[src/source/core_pkg.sv]
`default_nettype none

package core_pkg;

	//--------------------------------------------------
	// Widths and station counts
	//--------------------------------------------------
	localparam int TAG_W = 3;	// Tag 0 = value ready
	localparam int XLEN = 32;
	localparam int ALU_RS = 2;
	localparam int MUL_RS = 2;
	localparam logic [TAG_W-1:0] ALU_TAG_BASE = 3'd1;	// ALU owns tags 1..2
	localparam logic [TAG_W-1:0] MUL_TAG_BASE = 3'd3;	// MUL owns tags 3..4

	localparam int DBG_W = 40;
	localparam logic [DBG_W-1:0] DBG_DEFAULT = 40'h8AA55_AA558;	// Easy to spot on a scope

	// Register or operand, either ready or waiting on a producer
	typedef struct packed {
		logic [TAG_W-1:0] tag;
		logic [XLEN-1:0] val;
	} tagged_t;

	// One result on the common data bus
	typedef struct packed {
		logic valid;
		logic [TAG_W-1:0] tag;
		logic [XLEN-1:0] data;
	} cdb_t;

	typedef enum logic [2:0] {
		ALU_ADD, ALU_SUB, ALU_AND, ALU_OR, ALU_XOR, ALU_SLL, ALU_SRL
	} alu_op_e;

	// Everything the issue stage hands out in one cycle
	typedef struct packed {
		logic alu_issue;
		logic mul_issue;
		alu_op_e alu_op;
		tagged_t op_a;
		tagged_t op_b;
		logic [TAG_W-1:0] tag;	// Producer tag for rd
		logic rename_en;
		logic [4:0] rd;
	} issue_t;

	// Bus snoop; a waiting word takes the broadcast value on a tag match
	function automatic tagged_t snoop(tagged_t t, cdb_t c);
		tagged_t r;
		r = t;
		if (c.valid && t.tag != '0 && t.tag == c.tag) begin
			r.tag = '0;
			r.val = c.data;
		end
		return r;
	endfunction

endpackage

`default_nettype wire

[src/source/debug_mux.sv]
`timescale 1ns/1ps
`default_nettype none

module debug_mux (
	input logic [6:0] debug_addr_i,
	input core_pkg::tagged_t dbg_reg_i,
	input core_pkg::cdb_t cdb_i,
	input logic alu_busy_i,
	input logic mul_busy_i,
	input logic stall_i,
	output logic [core_pkg::DBG_W-1:0] debug_data_o
);

	always_comb begin
		if (debug_addr_i[6:5] == 2'b00) begin
			// Register view, tag above value
			debug_data_o = {{(core_pkg::DBG_W - $bits(core_pkg::tagged_t)){1'b0}}, dbg_reg_i};
		end else begin
			case (debug_addr_i)
				7'd32: debug_data_o = {{(core_pkg::DBG_W - $bits(core_pkg::cdb_t)){1'b0}}, cdb_i};
				7'd33: debug_data_o = {{(core_pkg::DBG_W - 3){1'b0}},
					alu_busy_i, mul_busy_i, stall_i};	// Busy bits and stall
				default: debug_data_o = core_pkg::DBG_DEFAULT;
			endcase
		end
	end

endmodule

`default_nettype wire

[config.mk]
export PLATFORM = sky130hd
export DESIGN_NAME = debug_mux
export DESIGN_NICKNAME = d
export VERILOG_FILES = /design/src/source/core_pkg.sv /design/src/source/debug_mux.sv
export SDC_FILE = /design/constraint.sdc
export NUM_CORES = 1
export LEC_CHECK = 0
export ABC_AREA = 1
export ABC_CLOCK_PERIOD_IN_PS = 1800
export BUFFER_PORTS_ARGS = -buffer_cell sky130_fd_sc_hd__buf_2
export CAP_MARGIN = 20
export CELL_PAD_IN_SITES_DETAIL_PLACEMENT = 0
export CELL_PAD_IN_SITES_GLOBAL_PLACEMENT = 2
export CORE_MARGIN = 2
export CORE_UTILIZATION = 10
export DETAILED_ROUTE_END_ITERATION = 10
export MAX_ROUTING_LAYER = met4
export PLACE_DENSITY = 0.89
export SYNTH_ARGS = -nofsm -noshare
export SYNTH_HDL_FRONTEND = slang
export SYNTH_SLANG_ARGS = --single-unit
[constraint.sdc]
create_clock -name vclk -period 1.8
set_input_delay 0.45 -clock vclk [all_inputs]
set_output_delay 0.45 -clock vclk [all_outputs]
set_load 0.005 [all_outputs]
==> flow_summary.ini <==
[outcome]
status = completed

[worst_setup_path]
worst_ep_required_time_ns = 1.35
cp_max_fo = 16
cp-end-kind = output pin
worstPathArrival_ns = 1.34
endpoint = debug_data_o[24]
critPathLaunch = debug_addr_i[0]
crit_type = primary input to output pin
crit_path_start_kind = primary input

[global_route]
antenna_found_initial = 0
grt_max_degree = 20
grt_pass1_wl_um = 4180
grt_pass1_vias = 1070
globalRoute.totalOverflow = 0
track_usage_pct = 6.49

[power_and_ir_drop]
clockPowerShare_pct = 0
irDropWorstVdd_v = 0.0000577
power.density_nw_per_um2 = 165
seqPwrFrac_pct = 0
p_int_mw = 0.144
finalPower_mw = 0.263
power_leakage_nw = 1.02
power.switching_mw = 0.120
swShare_pct = 45.4
combPwrFrac_pct = 100.0

[sta]
fmax_mhz = 557
setup_tns_ns = 0
hold_violations = 0
rsz0062_at_grt = true
setup_viol = 0
layout_min_cycle_time_ns = 1.79
drv_slew = 0
period_share_pct = 99.7

[die]
fp.dieW_um = 88.2
fp-row-count = 30
ios = 121
fp.coreArea_um2 = 6830
die_h_um = 88.2
die_area_um2 = 7780
initial_core_util_pct = 10.4

[route]
drt_iter0_drc = 24
ant_nets = 0
vias = 1303
first_pass_iters = 4
drc_errors = 0
wl_per_cell_um = 9.01
viasPerCell = 3.47
drt-total-wl_um = 3390

[finish]
final_core_util_pct = 23.4
multi_input_area_um2 = 618
area_delta_synth_final_pct = 125
diodes = 0
nNetsFinal = 363
drive_gt1_share_pct = 53.2
final_area_um2 = 1600
nFillCells = 826
nClkBuffers = 0
seqCellArea_um2 = 0
seq_cell_count = 0

[synthesis]
syn_area_um2 = 709
syn-instance-count = 158
yosysWarnings = 0
seq_area_frac_synth_pct = 0
yosysUniqueCellTypes = 16
synth.avg_cell_area_um2 = 4.49

[run]
max-cap-violations = 0

[placement]
post-dp-hpwl_um = 2530
gp_congestion = 0.707
io_buffers = 118
dpl-instance-area_um2 = 1450

[min_path]
hold_class = primary input to output pin
-- power by group through the flow --
| stage | logic, mW | clock network (mW) | registers [mW] |
|---|---|---|---|
| floorplan | 0.0959 | 0 | 0 |
| finish | 0.263 | 0 | 0 |
| CTS | 0.240 | 0 | 0 |
| global route | 0.295 | 0 | 0 |
| global placement | 0.234 | 0 | 0 |
| detailed placement | 0.234 | 0 | 0 |
-- final cells by class --
| cell class | count | share of cell area (%) |
|---|---|---|
| inverter | 25 | 6.18 |
| multi-input combinational | 127 | 38.7 |
| tap | 96 | 7.51 |
| timing repair buffer | 128 | 47.7 |
-- placed cells by master (no fill, tap or decap), drive strengths merged --
cell / netlist / routed
nand2: 78 / 80
clkbuf: 0 / 1
inv: 25 / 25
conb: 1 / 3
nand3: 7 / 7
nor2: 21 / 21
a21oi: 16 / 16
buf: 10 / 127
-- synthesized netlist by cell type --
| cell | count | area share, % |
|---|---|---|
| buf_2 | 1 | 0.70 |
| nand2_1 | 75 | 40 |
| nand2_2 | 2 | 1.8 |
| nand3_1 | 6 | 4.2 |
| nor2_1 | 19 | 10 |
| nor2_8 | 1 | 2.8 |
| nand2_4 | 1 | 1.6 |
| conb_1 | 1 | 0.53 |
| inv_1 | 23 | 12 |
| a21oi_1 | 16 | 11 |
| buf_8 | 1 | 2.1 |
| nor2_4 | 1 | 1.6 |
| inv_2 | 2 | 1.1 |
| buf_6 | 1 | 1.6 |
| buf_4 | 7 | 7.4 |
| nand3_2 | 1 | 1.4 |
-- worst min path at each step --
| stage | to | slack (ns) | from | depth (start not counted) |
|---|---|---|---|---|
| after CTS | debug_data_o[21] | 1.16 | cdb_i[21] | 4 |
| final | debug_data_o[21] | 1.16 | cdb_i[21] | 4 |
| after global placement | debug_data_o[11] | 1.15 | cdb_i[11] | 4 |
| after floorplan | debug_data_o[11] | 0.99 | cdb_i[11] | 2 |
| after global routing | debug_data_o[32] | 1.17 | cdb_i[32] | 4 |
| after detailed placement | debug_data_o[7] | 1.16 | cdb_i[7] | 4 |
-- timing repair --
action	4_1_cts	5_1_grt
hold buffers	0	0
buffers inserted	0	2
resized for setup	4	24
cloned	0	3
pin swaps	0	9
setup endpoints to repair	23	37
-- routing by layer --
layer / share of wire, % / routed length (µm) / global-route usage [%] / vias up
met4: 0 / 0 / 0.138 / 0
met1: 42 / 1430 / 7.19 / 533
met5: 0 / 0 / - / -
li1: - / - / - / 705
met2: 50 / 1700 / 13.3 / 65
met3: 7.8 / 264 / 0.373 / 0
-- cells by family after synthesis --
kind of cell | Yosys count | share of synthesized area (%)
AO/OA/AOI/OAI | 16 | 11.3
buffers and inverters | 35 | 25.0
other | 1 | 0.529
AND/OR/NAND/NOR | 106 | 63.1
-- stage by stage --
step	setup slack, ns	hold slack (ns)	cells
final	0.00615	1.16	376
after global routing	-0.0673	1.17	376
after CTS	-0.00169	1.16	371
after detailed placement	-0.0446	1.16	371
after global placement	-0.0311	1.15	371
after floorplan	0.219	0.991	160
-- worst max-delay path, cell delays in order --
cell and delay [ns]:
buf_2 0.12, nor2_4 0.10, nand2_4 0.07, nor2_8 0.18, buf_12 0.17, a21oi_1 0.07, nand2_1 0.06, buf_2 0.11
Power figures use the tool's default switching activity.
