<file path="src/source/core_pkg.sv">
`default_nettype none

package core_pkg;

	//--------------------------------------------------
	// Widths and station counts
	//--------------------------------------------------
	localparam int TAG_W = 3;	// Tag 0 = value ready
	localparam int XLEN = 32;
	localparam int ALU_RS = 2;
	localparam int MUL_RS = 2;
	localparam logic [TAG_W-1:0] ALU_TAG_BASE = 3'd1;	// ALU owns tags 1..2
	localparam logic [TAG_W-1:0] MUL_TAG_BASE = 3'd3;	// MUL owns tags 3..4

	localparam int DBG_W = 40;
	localparam logic [DBG_W-1:0] DBG_DEFAULT = 40'h8AA55_AA558;	// Easy to spot on a scope

	// Register or operand, either ready or waiting on a producer
	typedef struct packed {
		logic [TAG_W-1:0] tag;
		logic [XLEN-1:0] val;
	} tagged_t;

	// One result on the common data bus
	typedef struct packed {
		logic valid;
		logic [TAG_W-1:0] tag;
		logic [XLEN-1:0] data;
	} cdb_t;

	typedef enum logic [2:0] {
		ALU_ADD, ALU_SUB, ALU_AND, ALU_OR, ALU_XOR, ALU_SLL, ALU_SRL
	} alu_op_e;

	// Everything the issue stage hands out in one cycle
	typedef struct packed {
		logic alu_issue;
		logic mul_issue;
		alu_op_e alu_op;
		tagged_t op_a;
		tagged_t op_b;
		logic [TAG_W-1:0] tag;	// Producer tag for rd
		logic rename_en;
		logic [4:0] rd;
	} issue_t;

	// Bus snoop; a waiting word takes the broadcast value on a tag match
	function automatic tagged_t snoop(tagged_t t, cdb_t c);
		tagged_t r;
		r = t;
		if (c.valid && t.tag != '0 && t.tag == c.tag) begin
			r.tag = '0;
			r.val = c.data;
		end
		return r;
	endfunction

endpackage

`default_nettype wire

</file>
<file path="src/source/tag_regfile.sv">
`timescale 1ns/1ps
`default_nettype none

module tag_regfile (
	input logic dbg_if,
	input logic rst,
	input logic [4:0] rs1_idx_i,
	input logic [4:0] rs2_idx_i,
	input core_pkg::issue_t issue_i,
	input core_pkg::cdb_t cdb_i,
	output core_pkg::tagged_t rs1_o,
	output core_pkg::tagged_t rs2_o,
	input logic [4:0] dbg_idx_i,
	output core_pkg::tagged_t dbg_reg_o
);

	core_pkg::tagged_t regs [32];	// Value plus pending producer tag

	//--------------------------------------------------
	// Rename and bus capture
	//--------------------------------------------------
	always_ff @(posedge dbg_if) begin
		if (rst) begin
			for (int i = 0; i < 32; i++) begin
				regs[i] <= '0;
			end
		end else begin
			// x0 is never written
			for (int i = 1; i < 32; i++) begin
				if (issue_i.rename_en && issue_i.rd == 5'(i)) begin
					regs[i].tag <= issue_i.tag;	// Newest producer wins over a same-edge broadcast
				end else begin
					regs[i] <= core_pkg::snoop(regs[i], cdb_i);
				end
			end
		end
	end

	// Reads see this cycle's broadcast
	assign rs1_o = core_pkg::snoop(regs[rs1_idx_i], cdb_i);
	assign rs2_o = core_pkg::snoop(regs[rs2_idx_i], cdb_i);

	assign dbg_reg_o = regs[dbg_idx_i];	// Raw state, no bypass

	// x0 must stay ready whatever issue does
	a_x0_ready: assert property (@(posedge dbg_if) disable iff (rst)
		regs[0].tag == '0);

endmodule

`default_nettype wire

</file>
<file path="config.mk">
export PLATFORM = sky130hd
export DESIGN_NAME = tag_regfile
export DESIGN_NICKNAME = d
export VERILOG_FILES = /design/src/source/core_pkg.sv /design/src/source/tag_regfile.sv
export SDC_FILE = /design/constraint.sdc
export NUM_CORES = 2
export LEC_CHECK = 0
export BUFFER_PORTS_ARGS = -buffer_cell sky130_fd_sc_hd__buf_2
export CAP_MARGIN = 20
export CELL_PAD_IN_SITES_DETAIL_PLACEMENT = 0
export CELL_PAD_IN_SITES_GLOBAL_PLACEMENT = 2
export CORE_ASPECT_RATIO = 1.75
export CORE_MARGIN = 2
export CORE_UTILIZATION = 47
export CTS_CLUSTER_DIAMETER = 100
export DETAILED_ROUTE_END_ITERATION = 7
export GPL_TIMING_DRIVEN = 0
export MAX_ROUTING_LAYER = met4
export PLACE_DENSITY_LB_ADDON = 0.1
export REMOVE_ABC_BUFFERS = 1
export SLEW_MARGIN = 20
export SYNTH_ARGS = -nofsm -noshare
export SYNTH_HDL_FRONTEND = slang
export SYNTH_SLANG_ARGS = --single-unit
</file>
<file path="constraint.sdc">
create_clock -name dbg_if -period 7.5 [get_ports dbg_if]
set_input_delay 0.75 -clock dbg_if [delete_from_list [all_inputs] [get_ports dbg_if]]
set_output_delay 0.75 -clock dbg_if [all_outputs]
set_load 0.005 [all_outputs]
</file>
==> metrics.cfg <==
[floorplan]
fp-row-count = 179
design.die.area_um2 = 140000
start_util_pct = 47.4
core_region_area_um2 = 136000
ioPinCount = 242
die_h_um = 494
die_x_um = 284

[cts]
clk_pin_slew_worst_paths_ns = 0.07
postCtsSetupRepairBufs = 0
clk_path_buf_depth = 3
htree_levels = 3
cts_tree = done
cts_made_buffers = 106
cts.sinks = 1085
root_buffer = clkbuf_16
cts_resized = 0
clkLatencyLatePin_ns = 0.74
cts_hold_buf = 0

[logic_synthesis]
ys.flop_type = edfxtp_1
synth_area_leader_cell = edfxtp_1
seq_area_frac_synth_pct = 50.6
async_reset_ff_share_pct = 0
synth.distinct_cells = 44
ys_ff_latch = 1085
yosysWarnings = 0
syn_area_um2 = 64400
synth_commonest_cells = edfxtp_1, mux4_2, nor2_1
synth_top_area_share_pct = 50.6
synth.area.top_cells = edfxtp_1, mux4_2, nor2_1
post_synth.cell_area_avg_um2 = 16.1
syn-instance-count = 3997
synth_enable_flop_cells = 1085
synthMostInstantiatedCell = edfxtp_1

[setup_path]
path_max_fanout = 68
critPathSlowestCell = o211a_4
start_kind = primary input
critPathBufInv = 7
ff2ff_setup_slack_ns = 4.73
endpoint_kind = output pin
arrival_ns = 5.90
path_delay_family = buffers and inverters
critPathMaxStageDelay_ns = 0.66
timing_worst_setup_path_type = primary input to output pin
required_ns = 6.75
worstPathCellList = buf_8 -> buf_16 -> buf_16 -> inv_4 -> buf_12 -> mux2i_1 -> a311oi_1 -> o21ai_0 -> xnor2_1 -> nor3_1 -> o211a_4 -> buf_12 -> mux2_2 -> buf_2

[grt]
antenna_found_initial = 2
grt_max_degree = 74
overflow = 0
grt_pass1_vias = 45200
grt_util_all_layers_pct = 36.9
grt_first_pass_wirelength_um = 348000

[placed_design]
place_congestion = 0.870
place_area_um2 = 70600
place_inst = 5751
hpwl_um = 162000
io_buffer_count = 166

[drt]
routed_wl_um = 249000
post_drt_wl_per_cell_um = 41.8
drtAntennaViolNets = 0
drt_iter0_markers = 6066
avgViaCountPerCell = 7.31
first_pass_iters = 5
vias = 43500
drc = 0

[timing]
finalSetupViolations = 0
fmax_ghz = 0.150
slew_viol_final = 0
post-route-period-util_pct = 88.6
period_needed_ns = 6.65
fin_skew_ns = 0.0221
hold_violations = 0
finalSetupTns_ns = 0
rsz0062_at_grt = false
slew_headroom_pct = 24.3
worstMarginPinSlew_ns = 1.13

[min_path]
hold_class = primary input to register

[job]
drv_cap = 0

[power_and_ir_drop]
leakagePower_nw = 26.5
power_density_nw_per_um2 = 220
ir_drop_mv = 0.199

[finish]
reg_top3 = regs: 1085 flops
regArea_um2 = 32600
drive_gt1_share_pct = 40.9
largest-register = regs
fillCellCount = 10800
area_delta_synth_final_pct = 15.2
largest_reg_flops = 1085
multiInputGateArea_um2 = 30400
final_util_pct = 54.6
final_area_um2 = 74200
final_cells = 5953
finalNetCount = 4186

[outcome]
status = finished clean

-- worst reg2reg max path, stage by stage, from the launching register on --
cell      delay [ns]
edfxtp_1        0.46
nor2_1          0.08
nor2_1          0.08
o21ai_0         0.10
o41ai_2         0.89
buf_2           0.37
buf_2           0.27
buf_2           0.22
-- worst paths after layout --
kind	start	end	cells past startpoint
max reg2reg	regs[17][32]	regs[17][16]	7
min reg2reg	regs[17][32]	regs[17][26]	2
max	rs2_idx_i[1]	rs2_o[24]	14
min	issue_i[4]	regs[16][34]	3
-- cell families after synthesis --
| kind of cell | share of synthesized area (%) |
|---|---|
| flip-flops | 50.6 |
| buffers and inverters | 2.81 |
| AO/OA/AOI/OAI | 2.57 |
| AND/OR/NAND/NOR | 6.05 |
| XOR/XNOR | 0.898 |
| multiplexers | 37.1 |
-- routing by layer --
metal	global-route usage, %	routed length [um]	up-vias
met5	-	0	-
met2	59.9	124000	3141
met3	6.26	24300	724
met4	19.5	15800	0
li1	-	-	16500
met1	44.5	85000	23200
-- final cells by class --
type	count	share of cell area, %
clock inverter	77	1.12
inverter	56	0.300
antenna	3	0.0101
multi-input combinational	2462	41.0
sequential	1085	43.9
timing repair buffer	338	6.92
tap	1810	3.05
clock buffer	122	3.69
-- cells in the final DEF (no fill, tap or decap), drive strengths merged, types with 6 or more instances in the layout --
master	n
edfxtp	1085
mux4	936
nor2	745
buf	338
mux2	203
clkbuf	122
nand2	122
o21ai	86
a22o	68
inv	58
xor2	51
clkinv	49
mux2i	47
and2	33
a21oi	20
a2111oi	19
or3	17
xnor2	15
bufinv	15
and3	14
o21bai	14
a41oi	14
nor3	12
nor2b	12
clkinvlp	11
nand3	9
nand2b	6
-- power by group --
| part | switching, mW | leakage, nW | internal [mW] |
|---|---|---|---|
| combinational | 1.63 | 13.7 | 1.53 |
| sequential | 0.311 | 11.1 | 7.19 |
| clock | 2.52 | 1.72 | 3.14 |
-- per-stage QoR --
step / setup WS, ns / power [mW] / hold slack (ns)
CTS: 0.824 / 16.3 / 0.539
floorplan: 2.18 / 9.15 / 0.872
detailed placement: 0.819 / 10.8 / 1.01
global placement: -21.04 / 10.8 / 0.958
finish: 0.853 / 16.3 / 0.576
global route: 0.628 / 16.7 / 0.579
Power figures use the tool's default switching activity.
