File: src/source/core_pkg.sv
`default_nettype none

package core_pkg;

	//--------------------------------------------------
	// Widths and station counts
	//--------------------------------------------------
	localparam int TAG_W = 3;	// Tag 0 = value ready
	localparam int XLEN = 32;
	localparam int ALU_RS = 2;
	localparam int MUL_RS = 2;
	localparam logic [TAG_W-1:0] ALU_TAG_BASE = 3'd1;	// ALU owns tags 1..2
	localparam logic [TAG_W-1:0] MUL_TAG_BASE = 3'd3;	// MUL owns tags 3..4

	localparam int DBG_W = 40;
	localparam logic [DBG_W-1:0] DBG_DEFAULT = 40'h8AA55_AA558;	// Easy to spot on a scope

	// Register or operand, either ready or waiting on a producer
	typedef struct packed {
		logic [TAG_W-1:0] tag;
		logic [XLEN-1:0] val;
	} tagged_t;

	// One result on the common data bus
	typedef struct packed {
		logic valid;
		logic [TAG_W-1:0] tag;
		logic [XLEN-1:0] data;
	} cdb_t;

	typedef enum logic [2:0] {
		ALU_ADD, ALU_SUB, ALU_AND, ALU_OR, ALU_XOR, ALU_SLL, ALU_SRL
	} alu_op_e;

	// Everything the issue stage hands out in one cycle
	typedef struct packed {
		logic alu_issue;
		logic mul_issue;
		alu_op_e alu_op;
		tagged_t op_a;
		tagged_t op_b;
		logic [TAG_W-1:0] tag;	// Producer tag for rd
		logic rename_en;
		logic [4:0] rd;
	} issue_t;

	// Bus snoop; a waiting word takes the broadcast value on a tag match
	function automatic tagged_t snoop(tagged_t t, cdb_t c);
		tagged_t r;
		r = t;
		if (c.valid && t.tag != '0 && t.tag == c.tag) begin
			r.tag = '0;
			r.val = c.data;
		end
		return r;
	endfunction

endpackage

`default_nettype wire

File: src/source/mul_station.sv
`timescale 1ns/1ps
`default_nettype none

module mul_station (
	input logic dbg_if,
	input logic rst,
	input core_pkg::issue_t issue_i,
	input core_pkg::cdb_t cdb_i,
	input logic grant_i,
	output logic busy_o,
	output logic [core_pkg::TAG_W-1:0] free_tag_o,
	output logic req_o,
	output core_pkg::cdb_t result_o
);

	typedef logic [$clog2(core_pkg::MUL_RS)-1:0] idx_t;
	typedef logic [core_pkg::TAG_W-1:0] tag_t;

	typedef struct packed {
		logic busy;
		logic sent;	// Already in the pipeline
		core_pkg::tagged_t a;
		core_pkg::tagged_t b;
	} entry_t;

	// Stage 1 partial products
	typedef struct packed {
		logic valid;
		tag_t tag;
		logic [core_pkg::XLEN-1:0] lo;	// a_lo * b_lo
		logic [15:0] mid;	// Cross terms, low half only
	} s1_t;

	entry_t [core_pkg::MUL_RS-1:0] rs_q;
	s1_t s1_q;
	core_pkg::cdb_t s2_q, out_q;
	idx_t free_idx, disp_idx, ret_idx;
	logic disp_vld, disp_go, out_free, s2_ready, s1_ready;

	always_comb begin
		busy_o = 1'b1;
		free_idx = '0;
		disp_vld = 1'b0;
		disp_idx = '0;
		for (int i = core_pkg::MUL_RS - 1; i >= 0; i--) begin
			if (!rs_q[i].busy) begin
				busy_o = 1'b0;
				free_idx = idx_t'(i);
			end
			if (rs_q[i].busy && !rs_q[i].sent && rs_q[i].a.tag == '0 && rs_q[i].b.tag == '0) begin
				disp_vld = 1'b1;
				disp_idx = idx_t'(i);
			end
		end
	end

	assign free_tag_o = core_pkg::MUL_TAG_BASE + tag_t'(free_idx);
	assign ret_idx = idx_t'(out_q.tag - core_pkg::MUL_TAG_BASE);

	//--------------------------------------------------
	// Back-pressure, stages move only into empty slots
	//--------------------------------------------------
	assign out_free = ~out_q.valid | grant_i;
	assign s2_ready = ~s2_q.valid | out_free;
	assign s1_ready = ~s1_q.valid | s2_ready;
	assign disp_go = disp_vld & s1_ready;

	assign req_o = out_q.valid;
	assign result_o = out_q;

	always_ff @(posedge dbg_if) begin
		if (rst) begin
			s1_q.valid <= 1'b0;
			s2_q.valid <= 1'b0;
			out_q.valid <= 1'b0;
		end else begin
			if (out_free) out_q <= s2_q;
			if (s2_ready) begin
				s2_q.valid <= s1_q.valid;
				s2_q.tag <= s1_q.tag;
				s2_q.data <= s1_q.lo + {s1_q.mid, 16'h0000};
			end
			if (s1_ready) begin
				s1_q.valid <= disp_go;
				s1_q.tag <= core_pkg::MUL_TAG_BASE + tag_t'(disp_idx);
				s1_q.lo <= rs_q[disp_idx].a.val[15:0] * rs_q[disp_idx].b.val[15:0];
				s1_q.mid <= rs_q[disp_idx].a.val[15:0] * rs_q[disp_idx].b.val[31:16]
					+ rs_q[disp_idx].a.val[31:16] * rs_q[disp_idx].b.val[15:0];
			end
		end
	end

	// Station entries
	always_ff @(posedge dbg_if) begin
		if (rst) begin
			for (int i = 0; i < core_pkg::MUL_RS; i++) begin
				rs_q[i].busy <= 1'b0;
				rs_q[i].sent <= 1'b0;
			end
		end else begin
			for (int i = 0; i < core_pkg::MUL_RS; i++) begin
				if (issue_i.mul_issue && free_idx == idx_t'(i)) begin
					rs_q[i].busy <= 1'b1;
					rs_q[i].sent <= 1'b0;
					rs_q[i].a <= issue_i.op_a;
					rs_q[i].b <= issue_i.op_b;
				end else begin
					if (out_q.valid && grant_i && ret_idx == idx_t'(i)) begin
						rs_q[i].busy <= 1'b0;	// Tag reusable only after broadcast
					end
					if (disp_go && disp_idx == idx_t'(i)) rs_q[i].sent <= 1'b1;
					rs_q[i].a <= core_pkg::snoop(rs_q[i].a, cdb_i);
					rs_q[i].b <= core_pkg::snoop(rs_q[i].b, cdb_i);
				end
			end
		end
	end

	a_out_tag: assert property (@(posedge dbg_if) disable iff (rst)
		req_o |-> result_o.tag != '0);

endmodule

`default_nettype wire

File: config.mk
export PLATFORM = sky130hd
export DESIGN_NAME = mul_station
export DESIGN_NICKNAME = d
export VERILOG_FILES = /design/src/source/core_pkg.sv /design/src/source/mul_station.sv
export SDC_FILE = /design/constraint.sdc
export NUM_CORES = 2
export LEC_CHECK = 0
export BUFFER_PORTS_ARGS = -buffer_cell sky130_fd_sc_hd__buf_2
export CORE_MARGIN = 8
export CORE_UTILIZATION = 60
export CTS_CLUSTER_DIAMETER = 120
export DETAILED_ROUTE_END_ITERATION = 12
export PLACE_DENSITY_LB_ADDON = 0.1
export SYNTH_ARGS = -nofsm -noshare
export SYNTH_HDL_FRONTEND = slang
export SYNTH_SLANG_ARGS = --single-unit
export TNS_END_PERCENT = 50
File: constraint.sdc
create_clock -name dbg_if -period 9.3 [get_ports dbg_if]
set_clock_uncertainty 0.05 [all_clocks]
set_input_delay 1.395 -clock dbg_if [delete_from_list [all_inputs] [get_ports dbg_if]]
set_output_delay 1.395 -clock dbg_if [all_outputs]
set_load 0.05 [all_outputs]
==> flow_summary.yaml <==
clocking:
  holdBufCountCts: 0
  cts-root-buf: "clkbuf_16"
  clk_pin_slew_worst_paths_ns: 0.06
  cts.sinks: 265
  h-tree-depth: 1
  postCtsSetupRepairBufs: 0
  cts_buffers: 28
  cts.repair.resized: 0
  clock_latency_ns: 0.60
  clock_path_buffers: 3
  cts_tree: "done"
logic_synthesis:
  synth_warnings: 0
  synth_area_leaders: "edfxtp_1 28%, fa_1 27%, nand2_1 11%, ha_1 9.4%, inv_1 6.0%"
  synthTopCellsByCount: "814 x nand2_1, 444 x inv_1, 379 x fa_1"
  avgSynthCellArea_um2: 9.59
  yosysMostFrequentCell: "nand2_1"
  yosysSeqAreaShare: 0.283
  syn_nets: 3616
  syn-cell-area_um2: 27800
  synth_seq_cells: 265
  synthDominantCellAreaShare: 0.278
  synth.distinct_cells: 65
  synth-edff-count: 258
  synthFlopType: "edfxtp_1"
  synthCells: 2904
  ys_async_sr_fraction: 0
  yosysTopAreaCell: "edfxtp_1"
placed_design:
  gp_congestion: 0.970
  dp_hpwl_mm: 65.8
  portBuffers: 150
  placed_cells: 3658
  pre_cts_slack_ns: 0.866
worst_setup_path:
  crit_buf_inv: 6
  crit_required_ns: 9.55
  slowest_delay_ns: 0.55
  cp-end-kind: "flop"
  crit_fanout: 39
  crit_family: "adder cells"
  arrival_ns: 8.75
  criticalPathCategory: "flop to flop"
  path_common_cell: "fa_1"
  slowest_stage: "fa_1"
  start_kind: "flop"
global_route:
  grt_pass1_wl_mm: 125
  grt_pass1_vias: 22156
  antenna_found_initial: 2
  grt.total_usage: 0.307
  grt_max_degree: 79
  grt-ovfl-total: 0
timing:
  min_period_over_period: 0.913
  fin_crit_ns: 8.49
  setup_slack_ns: 0.805
  hold_violations: 0
  slew_violations: 0
  setup_tns_ns: 0
  slew_headroom: 0.163
  tightest_slew_ns: 1.26
  finalSetupViolations: 0
  rsz0062_at_grt: "false"
  max_freq_mhz: 118
floorplanning:
  chipWidth_um: 231
  initial_core_util: 0.603
  die_h_um: 231
  ios: 164
  core_region_area_um2: 46200
  fp-row-count: 79
  die_area_um2: 53600
detailed_routing:
  wl_per_cell_um: 21.8
  ant_nets: 0
  vias_per_cell: 5.60
  first_pass_iters: 6
  drcViolationCount: 0
  routed_wl_mm: 80.8
  drt-initial-drc-count: 1830
  vias: 20794
run:
  max-cap-violations: 0
cells_and_area:
  nets: 3793
  layout-drive-gt1-share: 0.106
  stdcell_count: 3712
  final_core_util: 0.662
  syn_to_final_growth_pct: 9.78
min_path:
  hp-class: "flop to flop"
run_status:
  status: "finished, final reports clean"
state kept, by name, indices dropped and copies added (netlist names):
| register | flops |
|---|---|
| s2_q | 35 |
| s1_q | 51 |
| req_o | 1 |
| rs_q | 144 |
| result_o | 34 |
placed cells by master, fill, tap and decap left out, types with 10 or more instances in the layout:
| cell | Yosys | final |
|---|---|---|
| a21oi_1 | 54 | 49 |
| o21ai_0 | 20 | 20 |
| xor2_1 | 35 | 35 |
| a21o_1 | 15 | 15 |
| clkbuf_16 | 0 | 28 |
| fa_1 | 379 | 379 |
| o21bai_1 | 11 | 11 |
| nand2_1 | 814 | 814 |
| edfxtp_1 | 258 | 258 |
| ha_1 | 210 | 210 |
| and2_1 | 12 | 10 |
| mux2i_1 | 39 | 37 |
| xnor2_1 | 97 | 97 |
| inv_1 | 444 | 444 |
| nor2_1 | 265 | 263 |
| mux2i_2 | 17 | 19 |
| and3_1 | 16 | 16 |
| nand3_1 | 11 | 11 |
| buf_2 | 42 | 150 |
| nand2b_1 | 10 | 10 |
| nor3_1 | 12 | 12 |
| buf_4 | 8 | 80 |
final timing paths:
| kind | start | endpoint | slack [ns] | cells after the start |
|---|---|---|---|---|
| setup reg to reg | rs_q[34] | s1_q[15] | 0.81 | 27 |
| setup / recovery | rs_q[34] | s1_q[15] | 0.81 | 27 |
| hold reg to reg | s2_q[12] | result_o[12] | 0.37 | 0 |
| hold / removal | s2_q[12] | result_o[12] | 0.37 | 0 |
worst reg2reg max path, stage by stage (launching register included):
cell      delay [ns]
edfxtp_1        0.43
nor4b_1         0.27
and3_2          0.27
nor2_4          0.07
inv_6           0.32
buf_12          0.32
mux2i_2         0.55
nor2_1          0.14
fa_1            0.44
fa_1            0.51
inv_1           0.05
fa_1            0.49
inv_1           0.06
fa_1            0.54
inv_1           0.06
fa_1            0.50
fa_1            0.55
inv_1           0.05
fa_1            0.45
fa_1            0.44
xnor2_1         0.16
xnor2_1         0.18
xnor2_1         0.16
xnor2_1         0.16
xnor2_1         0.18
xnor2_2         0.15
xnor3_1         0.45
xnor2_1         0.21
cells by family after synthesis:
group,Yosys count,synth area share
mux,60,0.0257
xor+xnor,140,0.0478
flops,265,0.283
fa+ha+maj,589,0.367
compound gates,142,0.0330
buf+inv,532,0.0762
simple gates,1176,0.167
cell type report:
| class | count | area [µm²] |
|---|---|---|
| inverter | 447 | 1680 |
| tap | 607 | 759 |
| antenna | 2 | 5.00 |
| timing repair buffer | 232 | 1390 |
| multi-input combinational | 2107 | 17900 |
| clock buffer | 32 | 716 |
| clock inverter | 20 | 209 |
| fill | 3702 | 15600 |
| sequential | 265 | 7890 |
metrics by stage:
step	hold slack [ns]	area, µm²
finish	0.370	30600
global route	0.374	30600
floorplan	0.350	27800
global placement	0.351	29600
CTS	0.369	30600
detailed placement	0.355	29600
per-layer routing:
| metal | GRT usage | vias to the layer above | share of wire |
|---|---|---|---|
| met5 | 0 | - | 0 |
| met4 | 0.143 | 0 | 0.054 |
| met3 | 0.0499 | 225 | 0.080 |
| met2 | 0.514 | 981 | 0.47 |
| met1 | 0.388 | 10194 | 0.39 |
| li1 | - | 9394 | - |
Power is left out: the tool's default activity adds up to more than one toggle a clock period on the data nets, which glitch-free logic cannot reach.
