### config.mk
export PLATFORM = sky130hd
export DESIGN_NAME = issue_ctrl
export DESIGN_NICKNAME = d
export VERILOG_FILES = /design/src/source/core_pkg.sv /design/src/source/isa_pkg.sv /design/src/source/issue_ctrl.sv
export SDC_FILE = /design/constraint.sdc
export NUM_CORES = 1
export LEC_CHECK = 0
export BUFFER_PORTS_ARGS = -buffer_cell sky130_fd_sc_hd__buf_4
export CAP_MARGIN = 20
export CELL_PAD_IN_SITES_DETAIL_PLACEMENT = 1
export CELL_PAD_IN_SITES_GLOBAL_PLACEMENT = 2
export CORE_UTILIZATION = 10
export DETAILED_ROUTE_END_ITERATION = 7
export GPL_ROUTABILITY_DRIVEN = 0
export PLACE_DENSITY_LB_ADDON = 0.1
export SLEW_MARGIN = 0
export SYNTH_ARGS = -nofsm -noshare
export SYNTH_HDL_FRONTEND = slang
export SYNTH_SLANG_ARGS = --single-unit
### constraint.sdc
create_clock -name vclk -period 3.7
set_input_delay 0.555 -clock vclk [all_inputs]
set_output_delay 0.555 -clock vclk [all_outputs]
set_load 0.02 [all_outputs]
### src/source/core_pkg.sv
`default_nettype none

package core_pkg;

	//--------------------------------------------------
	// Widths and station counts
	//--------------------------------------------------
	localparam int TAG_W = 3;	// Tag 0 = value ready
	localparam int XLEN = 32;
	localparam int ALU_RS = 2;
	localparam int MUL_RS = 2;
	localparam logic [TAG_W-1:0] ALU_TAG_BASE = 3'd1;	// ALU owns tags 1..2
	localparam logic [TAG_W-1:0] MUL_TAG_BASE = 3'd3;	// MUL owns tags 3..4

	localparam int DBG_W = 40;
	localparam logic [DBG_W-1:0] DBG_DEFAULT = 40'h8AA55_AA558;	// Easy to spot on a scope

	// Register or operand, either ready or waiting on a producer
	typedef struct packed {
		logic [TAG_W-1:0] tag;
		logic [XLEN-1:0] val;
	} tagged_t;

	// One result on the common data bus
	typedef struct packed {
		logic valid;
		logic [TAG_W-1:0] tag;
		logic [XLEN-1:0] data;
	} cdb_t;

	typedef enum logic [2:0] {
		ALU_ADD, ALU_SUB, ALU_AND, ALU_OR, ALU_XOR, ALU_SLL, ALU_SRL
	} alu_op_e;

	// Everything the issue stage hands out in one cycle
	typedef struct packed {
		logic alu_issue;
		logic mul_issue;
		alu_op_e alu_op;
		tagged_t op_a;
		tagged_t op_b;
		logic [TAG_W-1:0] tag;	// Producer tag for rd
		logic rename_en;
		logic [4:0] rd;
	} issue_t;

	// Bus snoop; a waiting word takes the broadcast value on a tag match
	function automatic tagged_t snoop(tagged_t t, cdb_t c);
		tagged_t r;
		r = t;
		if (c.valid && t.tag != '0 && t.tag == c.tag) begin
			r.tag = '0;
			r.val = c.data;
		end
		return r;
	endfunction

endpackage

`default_nettype wire

### src/source/isa_pkg.sv
`default_nettype none

package isa_pkg;

	//--------------------------------------------------
	// Opcodes
	//--------------------------------------------------
	localparam logic [6:0] OP_REG = 7'b0110011;	// R-type incl. MUL
	localparam logic [6:0] OP_IMM = 7'b0010011;	// I-type ALU

	// funct3 per operation, SUB shares ADD
	localparam logic [2:0] FUNCT3_ADD = 3'b000;
	localparam logic [2:0] FUNCT3_SLL = 3'b001;
	localparam logic [2:0] FUNCT3_XOR = 3'b100;
	localparam logic [2:0] FUNCT3_SRL = 3'b101;
	localparam logic [2:0] FUNCT3_OR = 3'b110;
	localparam logic [2:0] FUNCT3_AND = 3'b111;
	localparam logic [2:0] FUNCT3_MUL = 3'b000;

	localparam logic [6:0] FUNCT7_BASE = 7'b0000000;
	localparam logic [6:0] FUNCT7_SUB = 7'b0100000;
	localparam logic [6:0] FUNCT7_MULDIV = 7'b0000001;	// M extension

	typedef struct packed {
		logic [6:0] funct7;
		logic [4:0] rs2;
		logic [4:0] rs1;
		logic [2:0] funct3;
		logic [4:0] rd;
		logic [6:0] opcode;
	} r_fmt_t;

	typedef struct packed {
		logic [11:0] imm12;
		logic [4:0] rs1;
		logic [2:0] funct3;
		logic [4:0] rd;
		logic [6:0] opcode;
	} i_fmt_t;

	// Same instruction word, two field layouts
	typedef union packed {
		r_fmt_t r_fmt;
		i_fmt_t i_fmt;
	} inst_u;

endpackage

`default_nettype wire

### src/source/issue_ctrl.sv
`timescale 1ns/1ps
`default_nettype none

module issue_ctrl (
	input logic dbg_if,
	input logic rst,
	input logic inst_valid_i,
	input isa_pkg::inst_u inst_i,
	output logic [4:0] rs1_idx_o,
	output logic [4:0] rs2_idx_o,
	input core_pkg::tagged_t rs1_i,
	input core_pkg::tagged_t rs2_i,
	input logic alu_busy_i,
	input logic mul_busy_i,
	input logic [core_pkg::TAG_W-1:0] alu_free_tag_i,
	input logic [core_pkg::TAG_W-1:0] mul_free_tag_i,
	output core_pkg::issue_t issue_o,
	output logic stall_o
);

	logic is_alu, is_mul, use_imm, go;
	core_pkg::alu_op_e alu_op;

	assign rs1_idx_o = inst_i.r_fmt.rs1;	// rs1 sits in the same place in both layouts
	assign rs2_idx_o = inst_i.r_fmt.rs2;

	//--------------------------------------------------
	// Decode
	//--------------------------------------------------
	always_comb begin
		is_alu = 1'b0;
		is_mul = 1'b0;
		use_imm = 1'b0;
		alu_op = core_pkg::ALU_ADD;
		case (inst_i.r_fmt.opcode)
			isa_pkg::OP_REG: begin
				if (inst_i.r_fmt.funct7 == isa_pkg::FUNCT7_MULDIV) begin
					is_mul = inst_i.r_fmt.funct3 == isa_pkg::FUNCT3_MUL;	// Only MUL of the M set
				end else if (inst_i.r_fmt.funct7 == isa_pkg::FUNCT7_SUB) begin
					is_alu = inst_i.r_fmt.funct3 == isa_pkg::FUNCT3_ADD;	// SRA dropped
					alu_op = core_pkg::ALU_SUB;
				end else if (inst_i.r_fmt.funct7 == isa_pkg::FUNCT7_BASE) begin
					is_alu = 1'b1;
					case (inst_i.r_fmt.funct3)
						isa_pkg::FUNCT3_ADD: alu_op = core_pkg::ALU_ADD;
						isa_pkg::FUNCT3_SLL: alu_op = core_pkg::ALU_SLL;
						isa_pkg::FUNCT3_XOR: alu_op = core_pkg::ALU_XOR;
						isa_pkg::FUNCT3_SRL: alu_op = core_pkg::ALU_SRL;
						isa_pkg::FUNCT3_OR: alu_op = core_pkg::ALU_OR;
						isa_pkg::FUNCT3_AND: alu_op = core_pkg::ALU_AND;
						default: is_alu = 1'b0;	// SLT family not supported
					endcase
				end
			end
			isa_pkg::OP_IMM: begin
				use_imm = 1'b1;
				is_alu = 1'b1;
				case (inst_i.i_fmt.funct3)
					isa_pkg::FUNCT3_ADD: alu_op = core_pkg::ALU_ADD;
					isa_pkg::FUNCT3_XOR: alu_op = core_pkg::ALU_XOR;
					isa_pkg::FUNCT3_OR: alu_op = core_pkg::ALU_OR;
					isa_pkg::FUNCT3_AND: alu_op = core_pkg::ALU_AND;
					default: is_alu = 1'b0;
				endcase
			end
			default: ;	// Unknown opcode, consumed and dropped
		endcase
	end

	// Structural hazard only, unknown words never stall
	assign stall_o = inst_valid_i & ((is_alu & alu_busy_i) | (is_mul & mul_busy_i));
	assign go = inst_valid_i & ~stall_o;

	//--------------------------------------------------
	// Issue word
	//--------------------------------------------------
	always_comb begin
		issue_o.alu_issue = go & is_alu;
		issue_o.mul_issue = go & is_mul;
		issue_o.alu_op = alu_op;
		issue_o.op_a = rs1_i;
		if (use_imm) begin
			issue_o.op_b.tag = '0;	// Immediate is always ready
			issue_o.op_b.val = {{(core_pkg::XLEN-12){inst_i.i_fmt.imm12[11]}},
				inst_i.i_fmt.imm12};
		end else begin
			issue_o.op_b = rs2_i;
		end
		issue_o.tag = is_mul ? mul_free_tag_i : alu_free_tag_i;
		issue_o.rd = inst_i.r_fmt.rd;
		issue_o.rename_en = go & (is_alu | is_mul) & (inst_i.r_fmt.rd != 5'd0);	// x0 never renamed
	end

	// One unit per instruction
	a_one_unit: assert property (@(posedge dbg_if) disable iff (rst)
		!(issue_o.alu_issue && issue_o.mul_issue));

endmodule

`default_nettype wire

==> run summary <==
Crit. End Element - output port
vias in the first global route - 1334
post-DP HPWL - 3.895 mm
Mean Syn Cell Area - 7.471 um^2
Synth Area in XOR/XNOR - 0%
commonest non-fill, non-tap cell in the layout - buf_4
Static Leakage - 0.9442 nW
first-pass GRT wire length - 6.955 mm
I/O Pins - 208
Core ar. - 9864 um^2
P_int - 0.0001033 W
drt total wl - 4.509 mm
Synth Cell Area - 1031 um^2
Final setup viols - 0
CTS resizes - 0
Syn Nets - 251
outcome - finished, final reports clean
die width - 103.5 um
worst endpoint required time - 3140 ps
Cell variety after synth - 34
initial antenna violation count - 0
adder-cell share of the synthesized area - 0%
layout cells sized above 1 - 69.67%
main combinational cell family by area after synthesis - buffers and inverters
Post-Synth Simple-Gate Area - 22.45%
global route overflow - 0
most frequent cells in the layout - buf_4, a21o_1, mux2_2
register area share after synthesis - 0%
final hold violation count - 0
worst setup path class - primary input to output port
CLK BUF - 0
clock share of power - 0%
1st-iter DRT viols - 15
CP max FO - 4
sequential cell area - 0 um^2
crit start category - primary input
worst-margin pin slew - 561.5 ps
Total Routing Usage GR - 7.724%
Power Density - 103.0 nW/um^2
synth warn - 0
total number of vias - 1248
Compound-Gate Fraction of Synth Area - 21.84%
Syn-to-layout area delta - 71.12%
setup TNS - 0 ps
port buffer count - 126
Routed wire per std cell - 13.11 um
num sequential - 0
RSZ-0062 raised after global routing - false
nets - 326
die footprint - 10720 um^2
Rows - 36
Initial Util - 10.45%
Fmax achieved - 315.7 MHz
Die H - 103.5 um
Antenna Cells - 0
DRT Pass-1 Iters - 4
multiplexer share of the synthesized area - 16.38%
Slew headroom - 62.22%
combinational power share - 100.0%
largest vdd supply drop - 0.02936 mV
worst slack, placed - 517.0 ps
post-CTS setup buffers - 0
min-delay worst type - primary input to output port
Psw - 0.00007851 W
drt via density - 3.628
Flop pwr share - 0%
cts hold-fix bufs - 0
pin count of the biggest net entering global routing - 37
Synth Instances - 138
Final Cycle Share - 85.60%
final max-slew violation count - 0
Worst Slack Setup Final - 532.8 ps
switching share of power - 43.18%
area of the multi-input gates - 625.6 um^2
Arr. time, crit path - 2610 ps
MaxCap Viol Count - 0
crit path time final - 3167 ps
DRC Markers - 0
ANT nets after route - 0
# fillers - 1200
-- path summary, 6_finish.rpt --
path                   start          end  slack, ps  cells past startpoint
hold / removal      rs1_i[6]  issue_o[50]       1110                      0
setup / recovery  inst_i[27]   issue_o[6]        530                      6
-- critical path: stages --
cell    delay (ps)
buf_4          120
or4_1          520
or4_4          560
or3_4          390
mux2_4         310
buf_4          160
-- routing by layer --
metal / routed length [um] / GRT usage (%) / vias to the layer above
met5: 0 / 0 / -
met4: 70 / 1.242 / 0
met3: 630 / 3.084 / 16
met2: 2189 / 13.76 / 91
met1: 1619 / 8.739 / 558
li1: - / - / 583
-- cell type report --
cell class	instances	area share (%)
Inverter	3	0.6383
Multi-Input combinational cell	80	35.46
Tap cell	133	9.433
Timing Repair Buffer	128	54.47
-- synth_stat cells --
cell | n | area (um^2)
a21boi_0 | 1 | 7.510
nor4bb_1 | 1 | 10.01
nand4bb_1 | 1 | 11.26
nor4_1 | 1 | 6.260
and3_1 | 2 | 12.51
or4_4 | 1 | 11.26
clkbuf_1 | 5 | 18.77
mux2_4 | 3 | 45.04
o31ai_1 | 1 | 7.510
o21ai_0 | 1 | 5.000
a2111oi_0 | 1 | 8.760
buf_4 | 50 | 375.4
or4_1 | 3 | 22.52
a21oi_1 | 2 | 10.01
a21o_1 | 21 | 157.7
nand2b_1 | 1 | 6.260
or3_4 | 1 | 11.26
nand3_1 | 3 | 15.01
mux2_2 | 11 | 123.9
nor2_1 | 4 | 15.01
a211oi_1 | 2 | 15.01
or2b_2 | 1 | 8.760
nand4_1 | 1 | 6.260
nor2b_1 | 4 | 25.02
or2_2 | 1 | 6.260
inv_1 | 3 | 11.26
and2_1 | 3 | 18.77
nand4b_1 | 1 | 8.760
or4b_1 | 1 | 10.01
nand3b_1 | 1 | 7.510
o22ai_1 | 1 | 6.260
nand2_1 | 3 | 11.26
o211ai_1 | 1 | 7.510
or3_2 | 1 | 7.510
-- kinds of logic after synthesis --
kind of cell | after synthesis
multiplexers | 14
AND/OR/NAND/NOR | 35
buffers and inverters | 58
AO/OA/AOI/OAI | 31
-- power by group through the flow --
stage	logic (W)	registers [W]	clock network [W]
after floorplan	0.000142	0	0
after global placement	0.000185	0	0
after detailed placement	0.000184	0	0
after CTS	0.000185	0	0
after global routing	0.000195	0	0
final	0.000182	0	0
-- stage by stage --
stage	utilization, %	cells	power, W	hold WS, ps	cell area, um^2
2_1_floorplan	-	138	0.0001420	1189	1031
3_3_place_gp	17.88	344	0.0001848	1110	1764
3_5_place_dp	17.88	344	0.0001844	1110	1764
4_1_cts	17.88	344	0.0001849	1110	1764
5_1_grt	17.88	344	0.0001951	1110	1764
6_report	17.88	344	0.0001818	1110	1764
No activity file was read; power rests on OpenSTA's default activity.
